`config.mk`:
```
export PLATFORM = sky130hd
export DESIGN_NAME = pwm_subsystem
export DESIGN_NICKNAME = d
export VERILOG_FILES = /design/src/source/periph_bus_pkg.sv /design/src/source/pwm_pkg.sv /design/src/source/rw_register.sv /design/src/source/tick_counter.sv /design/src/source/pwm_core.sv /design/src/source/pwm_peripheral.sv /design/src/source/pwm_subsystem.sv
export VERILOG_INCLUDE_DIRS = /design/src /design/src/include
export SDC_FILE = /design/constraint.sdc
export NUM_CORES = 1
export LEC_CHECK = 0
export ABC_AREA = 1
export BUFFER_PORTS_ARGS = -buffer_cell sky130_fd_sc_hd__buf_2
export CAP_MARGIN = 20
export CORE_UTILIZATION = 45
export DETAILED_ROUTE_END_ITERATION = 10
export HOLD_SLACK_MARGIN = 0.08
export PLACE_DENSITY_LB_ADDON = 0.08
export SYNTH_ARGS = -nofsm -noshare
export SYNTH_HDL_FRONTEND = slang
export SYNTH_HIERARCHICAL = 1
export SYNTH_SLANG_ARGS = --single-unit
```
`constraint.sdc`:
```
create_clock -name clk -period 2.6 [get_ports clk]
set_clock_uncertainty 0.2 [all_clocks]
set_input_delay 0.52 -clock clk [delete_from_list [all_inputs] [get_ports clk]]
set_output_delay 0.52 -clock clk [all_outputs]
set_load 0.01 [all_outputs]
```
`src/include/pwm_macros.svh`:
```
/*
 * bus geometry and PWM channel map
 * address and data widths, channel base addresses, registers per channel
 */

`ifndef PWM_MACROS_SVH
`define PWM_MACROS_SVH

`define BUS_ADDR_W    16
`define BUS_DATA_W    8

// channel base addresses, three bytes apart
`define PWM0_BASE     16'hFF1A
`define PWM1_BASE     16'hFF1D

`define PWM_REG_COUNT 3 // period, duty, ctrl

`endif

```
`src/source/periph_bus_pkg.sv`:
```
/*
 * peripheral bus types
 * address and data bytes, and the request bundle that is sent
 * to every peripheral on the bus
 */

`include "pwm_macros.svh"

package periph_bus_pkg;

    typedef logic [`BUS_ADDR_W-1:0] bus_addr_t;
    typedef logic [`BUS_DATA_W-1:0] bus_data_t;

    // plain level signals, no handshake
    // a write lands on the edge where enable and write_en are both high
    typedef struct packed {
        logic      enable;
        logic      write_en;
        bus_addr_t addr;
        bus_data_t wdata;
    } bus_req_t;

endpackage

```
`src/source/pwm_pkg.sv`:
```
/*
 * PWM channel types
 * period and duty values, the control byte, register offsets
 */

package pwm_pkg;

    // period and duty are both plain bytes
    typedef logic [7:0] pwm_val_t;

    // control register
    // invert sits in bit 0, the rest is kept but has no effect
    typedef struct packed {
        logic [6:0] reserved; // read back as written
        logic       invert;   // flips the output pin
    } pwm_ctrl_t;

    // offset of a register from the channel base
    typedef enum logic [1:0] {
        REG_PERIOD = 2'd0,
        REG_DUTY   = 2'd1,
        REG_CTRL   = 2'd2
    } pwm_reg_e;

endpackage

```
`src/source/rw_register.sv`:
```
/*
 * rw_register
 * one bus register of any byte-sized type, written on a selected
 * write and read back while selected
 */

module rw_register
    import periph_bus_pkg::*;
#(
    parameter type data_t = bus_data_t,
    parameter data_t reset_value = '0
)(
    input  logic      clk,
    input  logic      reset,
    input  logic      sel,      // already qualified with bus enable
    input  logic      write_en,
    input  bus_data_t wdata,
    output data_t     value,
    output bus_data_t rdata
);

    always_ff @(posedge clk)
    begin
        if (!reset)
        begin
            value <= reset_value;
        end
        else if (sel && write_en)
        begin
            value <= data_t'(wdata);
        end
    end

    // zero when not addressed so the peripheral can OR its registers together
    assign rdata = sel ? bus_data_t'(value) : '0;

    // contents only move on a selected write
    a_value_hold : assert property (
        @(posedge clk) disable iff (!reset)
        !(sel && write_en) |=> $stable(value)
    ) else $error("rw_register value changed without a write");

endmodule

```
`src/source/tick_counter.sv`:
```
/*
 * tick_counter
 * free-running cycle counter that wraps at a programmable limit,
 * with a synchronous restart
 */

module tick_counter #(
    parameter int width = 8
)(
    input  logic             clk,
    input  logic             reset,
    input  logic             restart,
    input  logic [width-1:0] limit,   // period length in cycles
    output logic [width-1:0] count
);

    logic [width:0] count_inc; // one bit wider so 8'hFF + 1 does not wrap
    logic           last_tick;

    assign count_inc = {1'b0, count} + 1'b1;

    // also true when limit dropped below count, or limit is 0 or 1
    assign last_tick = (count_inc >= {1'b0, limit});

    always_ff @(posedge clk)
    begin
        if (!reset)
        begin
            count <= '0;
        end
        else if (restart || last_tick)
        begin
            count <= '0;
        end
        else
        begin
            count <= count_inc[width-1:0];
        end
    end

    // a limit that changed last cycle may still see the old count once
    a_count_range : assert property (
        @(posedge clk) disable iff (!reset)
        ($stable(limit) && (limit > 1)) |-> (count < limit)
    ) else $error("tick_counter count %0d not below limit %0d", count, limit);

endmodule

```
`src/source/pwm_core.sv`:
```
/*
 * pwm_core
 * turns a period and a duty value into a registered waveform,
 * restarting the period whenever either value changes
 */

module pwm_core
    import pwm_pkg::*;
(
    input  logic     clk,
    input  logic     reset,
    input  pwm_val_t period,
    input  pwm_val_t duty,
    output logic     wave
);

    pwm_val_t prev_period;
    pwm_val_t prev_duty;
    pwm_val_t count;
    logic     restart;
    logic     wave_next;

    // remember last settings to spot a change
    always_ff @(posedge clk)
    begin
        if (!reset)
        begin
            prev_period <= '0;
            prev_duty   <= '0;
        end
        else
        begin
            prev_period <= period;
            prev_duty   <= duty;
        end
    end

    // high for exactly one cycle after a new value shows up
    assign restart = (period != prev_period) || (duty != prev_duty);

    tick_counter #(
        .width ($bits(pwm_val_t))
    ) u_tick_counter (
        .clk     (clk),
        .reset   (reset),
        .restart (restart),
        .limit   (period),
        .count   (count)
    );

    // duty 0 is always off, duty at or above period always on
    always_comb
    begin
        if (duty == '0)
        begin
            wave_next = 1'b0;
        end
        else if (duty >= period)
        begin
            wave_next = 1'b1;
        end
        else
        begin
            wave_next = (count < duty); // first duty cycles of each period
        end
    end

    always_ff @(posedge clk)
    begin
        if (!reset)
        begin
            wave <= 1'b0;
        end
        else
        begin
            wave <= wave_next;
        end
    end

    // a settled zero duty keeps the output low
    a_zero_duty_low : assert property (
        @(posedge clk) disable iff (!reset)
        ((duty == '0) && ($past(duty) == '0)) |=> !wave
    ) else $error("pwm_core wave high with zero duty");

endmodule

```
`src/source/pwm_peripheral.sv`:
```
/*
 * pwm_peripheral
 * one PWM channel on the bus: address decode, period, duty and
 * control registers, the waveform core and output polarity
 */

`include "pwm_macros.svh"

module pwm_peripheral
    import periph_bus_pkg::*, pwm_pkg::*;
#(
    parameter bus_addr_t base_addr = `PWM0_BASE
)(
    input  logic      clk,
    input  logic      reset,
    input  bus_req_t  req,
    output bus_data_t rdata,
    output logic      pwm_out
);

    bus_addr_t                   offset;
    logic                        hit;
    pwm_reg_e                    reg_sel;
    logic [`PWM_REG_COUNT-1:0]   sel;      // one bit per register, by offset
    bus_data_t                   period_rdata;
    bus_data_t                   duty_rdata;
    bus_data_t                   ctrl_rdata;
    pwm_val_t                    period;
    pwm_val_t                    duty;
    pwm_ctrl_t                   ctrl;
    logic                        wave;

    assign offset  = req.addr - base_addr;
    assign hit     = req.enable && (req.addr >= base_addr) && (offset < `PWM_REG_COUNT);
    assign reg_sel = pwm_reg_e'(offset[1:0]);

    assign sel[REG_PERIOD] = hit && (reg_sel == REG_PERIOD);
    assign sel[REG_DUTY]   = hit && (reg_sel == REG_DUTY);
    assign sel[REG_CTRL]   = hit && (reg_sel == REG_CTRL);

    rw_register #(.data_t(pwm_val_t), .reset_value('0)) u_period_reg (
        .clk      (clk),
        .reset    (reset),
        .sel      (sel[REG_PERIOD]),
        .write_en (req.write_en),
        .wdata    (req.wdata),
        .value    (period),
        .rdata    (period_rdata)
    );

    rw_register #(.data_t(pwm_val_t), .reset_value('0)) u_duty_reg (
        .clk      (clk),
        .reset    (reset),
        .sel      (sel[REG_DUTY]),
        .write_en (req.write_en),
        .wdata    (req.wdata),
        .value    (duty),
        .rdata    (duty_rdata)
    );

    rw_register #(.data_t(pwm_ctrl_t), .reset_value('0)) u_ctrl_reg (
        .clk      (clk),
        .reset    (reset),
        .sel      (sel[REG_CTRL]),
        .write_en (req.write_en),
        .wdata    (req.wdata),
        .value    (ctrl),
        .rdata    (ctrl_rdata)
    );

    // unselected registers return zero
    assign rdata = period_rdata | duty_rdata | ctrl_rdata;

    pwm_core u_pwm_core (
        .clk    (clk),
        .reset  (reset),
        .period (period),
        .duty   (duty),
        .wave   (wave)
    );

    assign pwm_out = wave ^ ctrl.invert; // polarity applied after the core

    a_sel_onehot : assert property (
        @(posedge clk) disable iff (!reset)
        $onehot0(sel)
    ) else $error("pwm_peripheral selects more than one register");

endmodule

```
`src/source/pwm_subsystem.sv`:
```
/*
 * pwm_subsystem
 * top level with two PWM channels sharing one bus request,
 * read data ORed together
 */

`include "pwm_macros.svh"

module pwm_subsystem
    import periph_bus_pkg::*;
(
    input  logic       clk,
    input  logic       reset,
    input  bus_req_t   req,
    output bus_data_t  rdata,
    output logic [1:0] pwm_out
);

    bus_data_t pwm0_rdata;
    bus_data_t pwm1_rdata;

    // channel 0
    pwm_peripheral #(
        .base_addr (`PWM0_BASE)
    ) u_pwm0 (
        .clk     (clk),
        .reset   (reset),
        .req     (req),
        .rdata   (pwm0_rdata),
        .pwm_out (pwm_out[0])
    );

    // channel 1, right after channel 0
    pwm_peripheral #(
        .base_addr (`PWM1_BASE)
    ) u_pwm1 (
        .clk     (clk),
        .reset   (reset),
        .req     (req),
        .rdata   (pwm1_rdata),
        .pwm_out (pwm_out[1])
    );

    // each channel drives zero outside its own range
    assign rdata = pwm0_rdata | pwm1_rdata;

endmodule

```
Word-level counts from Yosys, hierarchy flattened
Cells that the tools add are included.
- register bits after elaboration: 98
- input port bits: 28
- output and inout bits: 10
- logic and storage cells: 82
- add/sub/neg operators: 4
- magnitude comparators: 10
- equal/unequal tests: 8
- muxes and demuxes: 8
- bitwise operators: 8
- reduce and logical (&&, ||, !) cells: 28
- operators with widths (cell ; number):
    $mux W8 ; 6
    $or A8 B8 Y8 ; 5
    $ge A16 B16 Y1 const B ; 2
    $lt A16 B2 Y1 const B ; 2
    $ne A8 B8 Y1 ; 4
    $sub A16 B16 Y16 const B ; 2
    $add A8 B1 Y9 const B ; 2
    $ge A9 B8 Y1 ; 2
    $ge A8 B8 Y1 ; 2
    $logic_and A1 B1 Y1 ; 16
    $logic_not A8 Y1 ; 2
    $lt A8 B8 Y1 ; 2
    $reduce_or A2 Y1 ; 4
    $eq A2 B1 Y1 const B ; 2
    $eq A2 B2 Y1 const B ; 2
    $logic_not A2 Y1 ; 2
    $logic_or A1 B1 Y1 ; 4
    $mux W1 ; 2
    $xor A1 B1 Y1 ; 2
    $not A1 Y1 ; 1

Longest topological paths before layout
- word-level depth: 8
- mapped depth: 19
- mapped depth without buffers: 18

Hierarchy
Netlist, hierarchy kept.
- modules (own cells, without submodules) (module ; instances ; cells an instance ; area an instance (um^2) ; sequential area each (um^2)):
    rw_register ; 6 ; 68 ; 414.1 ; 160.2
    pwm_core ; 2 ; 151 ; 1099.8 ; 340.3
    tick_counter ; 2 ; 82 ; 579.3 ; 160.2
    pwm_peripheral at u_pwm0 ; 1 ; 88 ; 427.9 ; 0.0
    pwm_peripheral at u_pwm1 ; 1 ; 33 ; 170.2 ; 0.0
    pwm_subsystem ; 1 ; 24 ; 90.1 ; 0.0

Least setup slack after synthesis
No wires, ideal clock.
- kind: in2out
- from: in req[9] in the netlist's numbering
- to: out rdata[1]
- data arrival time: 2.097 ns
- data required time: 1.880 ns
- setup slack: -0.217 ns
- stages on the path: 18
- buffers on the path: 1
- cell sequence: inv_1 -> ha_1 -> inv_1 -> nand3_2 -> nand3_2 -> nand2_1 -> nor2_1 -> nand2_1 -> nand2_1 -> nor2_1 -> nand3_1 -> nor2_1 -> buf_6 -> nand2_1 -> inv_1 -> or3_1 -> inv_1 -> nand2_1
- longest elaborated chain between the ends: 8
- elaborated cells between the ends (all ways): 33
- classes of those cells: add/sub (2); order compare (4); eq/ne (4); mux (6); bitwise (5); reduce/logical (12)
- RTL lines (element ; line ; RTL):
    start, declared ; pwm_subsystem.sv:14 ; input bus_req_t req,
    $sub A16 B16 Y16 or $ge A16 B16 Y1 (tied branches) ; pwm_peripheral.sv:33, pwm_peripheral.sv:34 ;
    $lt A16 B2 Y1 (no line) or $logic_and A1 B1 Y1 (tied branches) ; -- ;
    $logic_and A1 B1 Y1 ; pwm_peripheral.sv:34 ; assign hit = req.enable && (req.addr >= base_addr) && (offset < `PWM_REG_COUNT);
    $logic_and A1 B1 Y1 (*) ; pwm_peripheral.sv:38 ; assign sel[REG_DUTY] = hit && (reg_sel == REG_DUTY);
    net u_pwm0.sel[1] ; pwm_peripheral.sv:24 ; logic [`PWM_REG_COUNT-1:0] sel;
    $mux W8 (*) ; rw_register.sv:35 ; assign rdata = sel ? bus_data_t'(value) : '0;
    net u_pwm0.duty_rdata[1] ; pwm_peripheral.sv:26 ; bus_data_t duty_rdata;
    $or A8 B8 Y8 (*) (2 in series) ; pwm_peripheral.sv:72 ; assign rdata = period_rdata | duty_rdata | ctrl_rdata;
    net pwm0_rdata[1] ; pwm_subsystem.sv:19 ; bus_data_t pwm0_rdata;
    $or A8 B8 Y8 (*) ; pwm_subsystem.sv:45 ; assign rdata = pwm0_rdata | pwm1_rdata;
    end, declared ; pwm_subsystem.sv:15 ; output bus_data_t rdata,
The timed path passes the listed nets; every way through them passes the cells marked *.

Worst setup path in the final report
- from: in req[9] in the netlist's numbering
- to: out rdata[4]
- longest elaborated chain between the ends: 8
- elaborated cells between the ends (all ways): 33
- classes of those cells: add/sub (2); order compare (4); eq/ne (4); mux (6); bitwise (5); reduce/logical (12)
- RTL lines (element ; line ; RTL):
    $sub A16 B16 Y16 or $ge A16 B16 Y1 (tied branches) ; pwm_peripheral.sv:33, pwm_peripheral.sv:34 ;
    $lt A16 B2 Y1 (no line) or $logic_and A1 B1 Y1 (tied branches) ; -- ;
    $logic_and A1 B1 Y1 ; pwm_peripheral.sv:34 ;
    $logic_and A1 B1 Y1 (*) ; pwm_peripheral.sv:37 ; assign sel[REG_PERIOD] = hit && (reg_sel == REG_PERIOD);
    net u_pwm0.sel[0] ; pwm_peripheral.sv:24 ;
    $mux W8 (*) ; rw_register.sv:35 ;
    net u_pwm0.period_rdata[4] ; pwm_peripheral.sv:25 ; bus_data_t period_rdata;
    $or A8 B8 Y8 (*) (2 in series) ; pwm_peripheral.sv:72 ;
    net pwm0_rdata[4] ; pwm_subsystem.sv:19 ;
    $or A8 B8 Y8 (*) ; pwm_subsystem.sv:45 ;
Marks and branches as above.

==> metrics.txt <==
hold crit path type reg -> reg; final worst slack -505 ps; failing checks negative setup slack; layout net count 1152; total gr overflow 0; CTS root buffer clkbuf_16; row cnt 43; P&R area growth vs syn 15.2%; Syn Std Cell Area approximately 6500 um^2; Critical Path Sink Type primary output; synth cell count leaders nand2_1, inv_1, nor2_1; yosys warns 6; fmax 322 MHz; PortBufs 37; Mean Syn Cell Area 6.41 um^2; Worst-Skew Late Latency around 350 ps; Initial Util 46.5%; DRC viols 0; Post-synth ARST share 0%; pin count of the biggest net entering global routing 23; TritonCTS Sinks 98; share of the yosys chip area belonging to registers 30.0%; area leader, netlist dfxtp_1; H-Tree Depth 3; TritonCTS buffer count 9; Period minus WS final 3110 ps; Synth Net Count 1096; Synth Flop Type dfxtp_1; Worst setup SP type input pin; Vias 5623; Hold WS ~320 ps; 1st-pass router iterations 5; sequential cell area 1960 um^2; final wirelength 15.4 mm; DP Worst Slack -601 ps; origin of the critical flop-to-flop path u_pwm0/u_pwm_core/u_tick_counter/count[0]; Worst path slowest cell or3_1; MaxCap Viol Count 0; Hold Path End u_pwm0/u_ctrl_reg/value[7]; synth top area cells dfxtp_1, nand2_1, inv_1; global-route wire length before repair 25.6 mm; Clock Tree Buf Depth 2; hold path depth 4; Post-synth EDFFs 0; R2R setup slack 280 ps; Final period util 119%; flops & latches, synth 98; drt initial violations between 200 and 250; CP required 1880 ps; RSZ-0062 raised after global routing true; Clock transition at path regs approximately 70 ps; Worst Setup SP req[9]; post-DP HPWL 11.4 mm; core area 14000 um^2; fraction of layout cells with a size suffix above 1 14.7%; Final ANT Viol Nets 0; total track usage 22.3%; P_leak 4.41 nW; synth unique cells 34; synthesized instance count 1019; Setup Crit Path Kind in -> out; top cell type's share of synthesized area between 30% and 40%; Critical Path Max Stage Delay 380 ps; vias per inst around 4.5; HP Start u_pwm0/u_ctrl_reg/value[7]; CP Cell Sequence buf_8 -> inv_8 -> ha_4 -> inv_4 -> nand3_4 -> nand3_4 -> nand2_4 -> buf_6 -> a21oi_2 -> nand2_1 -> nor2_2 -> nand3_4 -> nor2_4 -> buf_6 -> nand2_1 -> inv_1 -> or3_1 -> inv_1 -> nand2_2 -> buf_6; mean routed wirelength per cell 12.3 um; Final Setup Violations 8; Slew Limit Fails 0; Worst Path Arrival roughly 2400 ps; CTS tree built; count leader, synth nand2_1; RR Endpoint u_pwm0/u_pwm_core/u_tick_counter/count[7]; die width approximately 120 um; Pwr Total 3.01 mW; count of final hold-check violations 0; die height 122 um; critical path's top delay family simple AND/OR/NAND/NOR gates; ANT cells 0; Hold Buf Count CTS 0; R2R cell count 13; Final Wtd Congestion 0.854; Bufs and invs on worst path 8; cell area power density 400 nW/um^2; initial antenna violation count 0; Peak VDD IR slightly above 0.0003 V; status finished, violations left; Worst-Margin Slew between 300 and 400 ps; die area about 15000 um^2; fillcell total 1459; I/O pin count 38; area of the multi-input gates between 3000 and 4000 um^2; number of global-route vias before repair 5201; Slew HR 75.3%; worst-path fanout max 5
-- cell families (layout without fill, tap and decap cells) --
family,after synthesis,in the layout,share of synthesized area [%]
AO/OA/AOI/OAI,33,33,3.03
XOR/XNOR,40,40,5.36
adder cells (fa/ha/maj),49,49,9.39
buffers and inverters,278,338,17.5
flip-flops,98,98,30.0
AND/OR/NAND/NOR,521,522,34.6
-- repair_timing --
action	CTS	global route
endpoints found under the setup margin	8	8
cloned	1	1
resized for setup	29	23
pin swaps	8	14
setup buffers	1	0
endpoints found under the hold margin	0	0
-- routing by layer --
metal  GRT usage [%]  vias to the layer above  routed length [um]
met4            5.79                        0                 177
met3            3.76                       13                 597
met1            30.3                     2444                7830
li1                -                     3077                   -
met2            36.3                       89                6840
met5               0                        -                   0
-- worst max path at each step --
stage | endpoint | slack (ps) | cells past startpoint
finish | rdata[4] | -510 | 20
global route | rdata[5] | -590 | 20
detailed placement | rdata[5] | -600 | 20
global placement | rdata[5] | -600 | 20
floorplan | rdata[0] | -130 | 18
CTS | rdata[1] | -480 | 20
-- layout make-up --
cell class / instances / area share [%]
flip-flops and latches: 98 / 26.1
inverters: 256 / 13.1
well taps: 180 / 2.99
multi-input cells: 644 / 47.4
repair buffers: 66 / 6.55
clock buffers: 9 / 2.99
clock inverters: 7 / 0.931
-- state kept, by name (all words and copies together), names as in the netlist --
signal                                  cells
u_pwm0/u_ctrl_reg/value                     8
u_pwm0/u_duty_reg/value                     8
u_pwm0/u_period_reg/value                   8
u_pwm0/u_pwm_core/prev_duty                 8
u_pwm0/u_pwm_core/prev_period               8
u_pwm0/u_pwm_core/u_tick_counter/count      8
u_pwm0/u_pwm_core/wave                      1
u_pwm1/u_ctrl_reg/value                     8
u_pwm1/u_duty_reg/value                     8
u_pwm1/u_period_reg/value                   8
u_pwm1/u_pwm_core/prev_duty                 8
u_pwm1/u_pwm_core/prev_period               8
u_pwm1/u_pwm_core/u_tick_counter/count      8
u_pwm1/u_pwm_core/wave                      1
-- worst register-to-register path, delay by kind of cell (launching register included) --
family	cells	cell delay (ps)
xor gates and xnor gates	1	180
adders and majority gates	2	550
DFF	1	450
and+or+nand+nor	10	840
-- through the flow --
stage	setup TNS [ps]	utilization, %	instances	cell area, um^2
after floorplan	-1050	-	1019	6580
after global placement	-5390	50.0	1242	7020
after detailed placement	-6190	50.0	1242	7020
after CTS	-3670	52.9	1259	7430
after global routing	-4650	53.6	1260	7520
final	-3800	53.6	1260	7520
-- cells in the final DEF (no fill, tap or decap), drive strengths merged --
cell type  synthesis  routed
a31oi              2       2
o2111ai            2       2
clkinv             0       2
xnor2             32      32
dfxtp             98      98
o21bai             2       2
o21ai              6       6
o211ai             1       1
inv              256     260
nor3               7       7
buf               22      66
ha                49      49
nand2            301     301
xor2               8       8
and3               1       1
clkbuf             0       9
nand4             13      13
or2                2       2
clkinvlp           0       1
or3               16      16
nand3             18      18
nor2             162     163
a21o               3       3
nand3b             1       1
a21oi             17      17
-- report_power, final --
group,internal [mW],switching [mW],leakage (nW),total (mW)
clock,0.677,0.661,0.142,1.34
sequential,1.50,0.00000546,0.789,1.50
combinational,0.0626,0.108,3.48,0.170
Note: power is estimated with default switching activity, not from simulation.
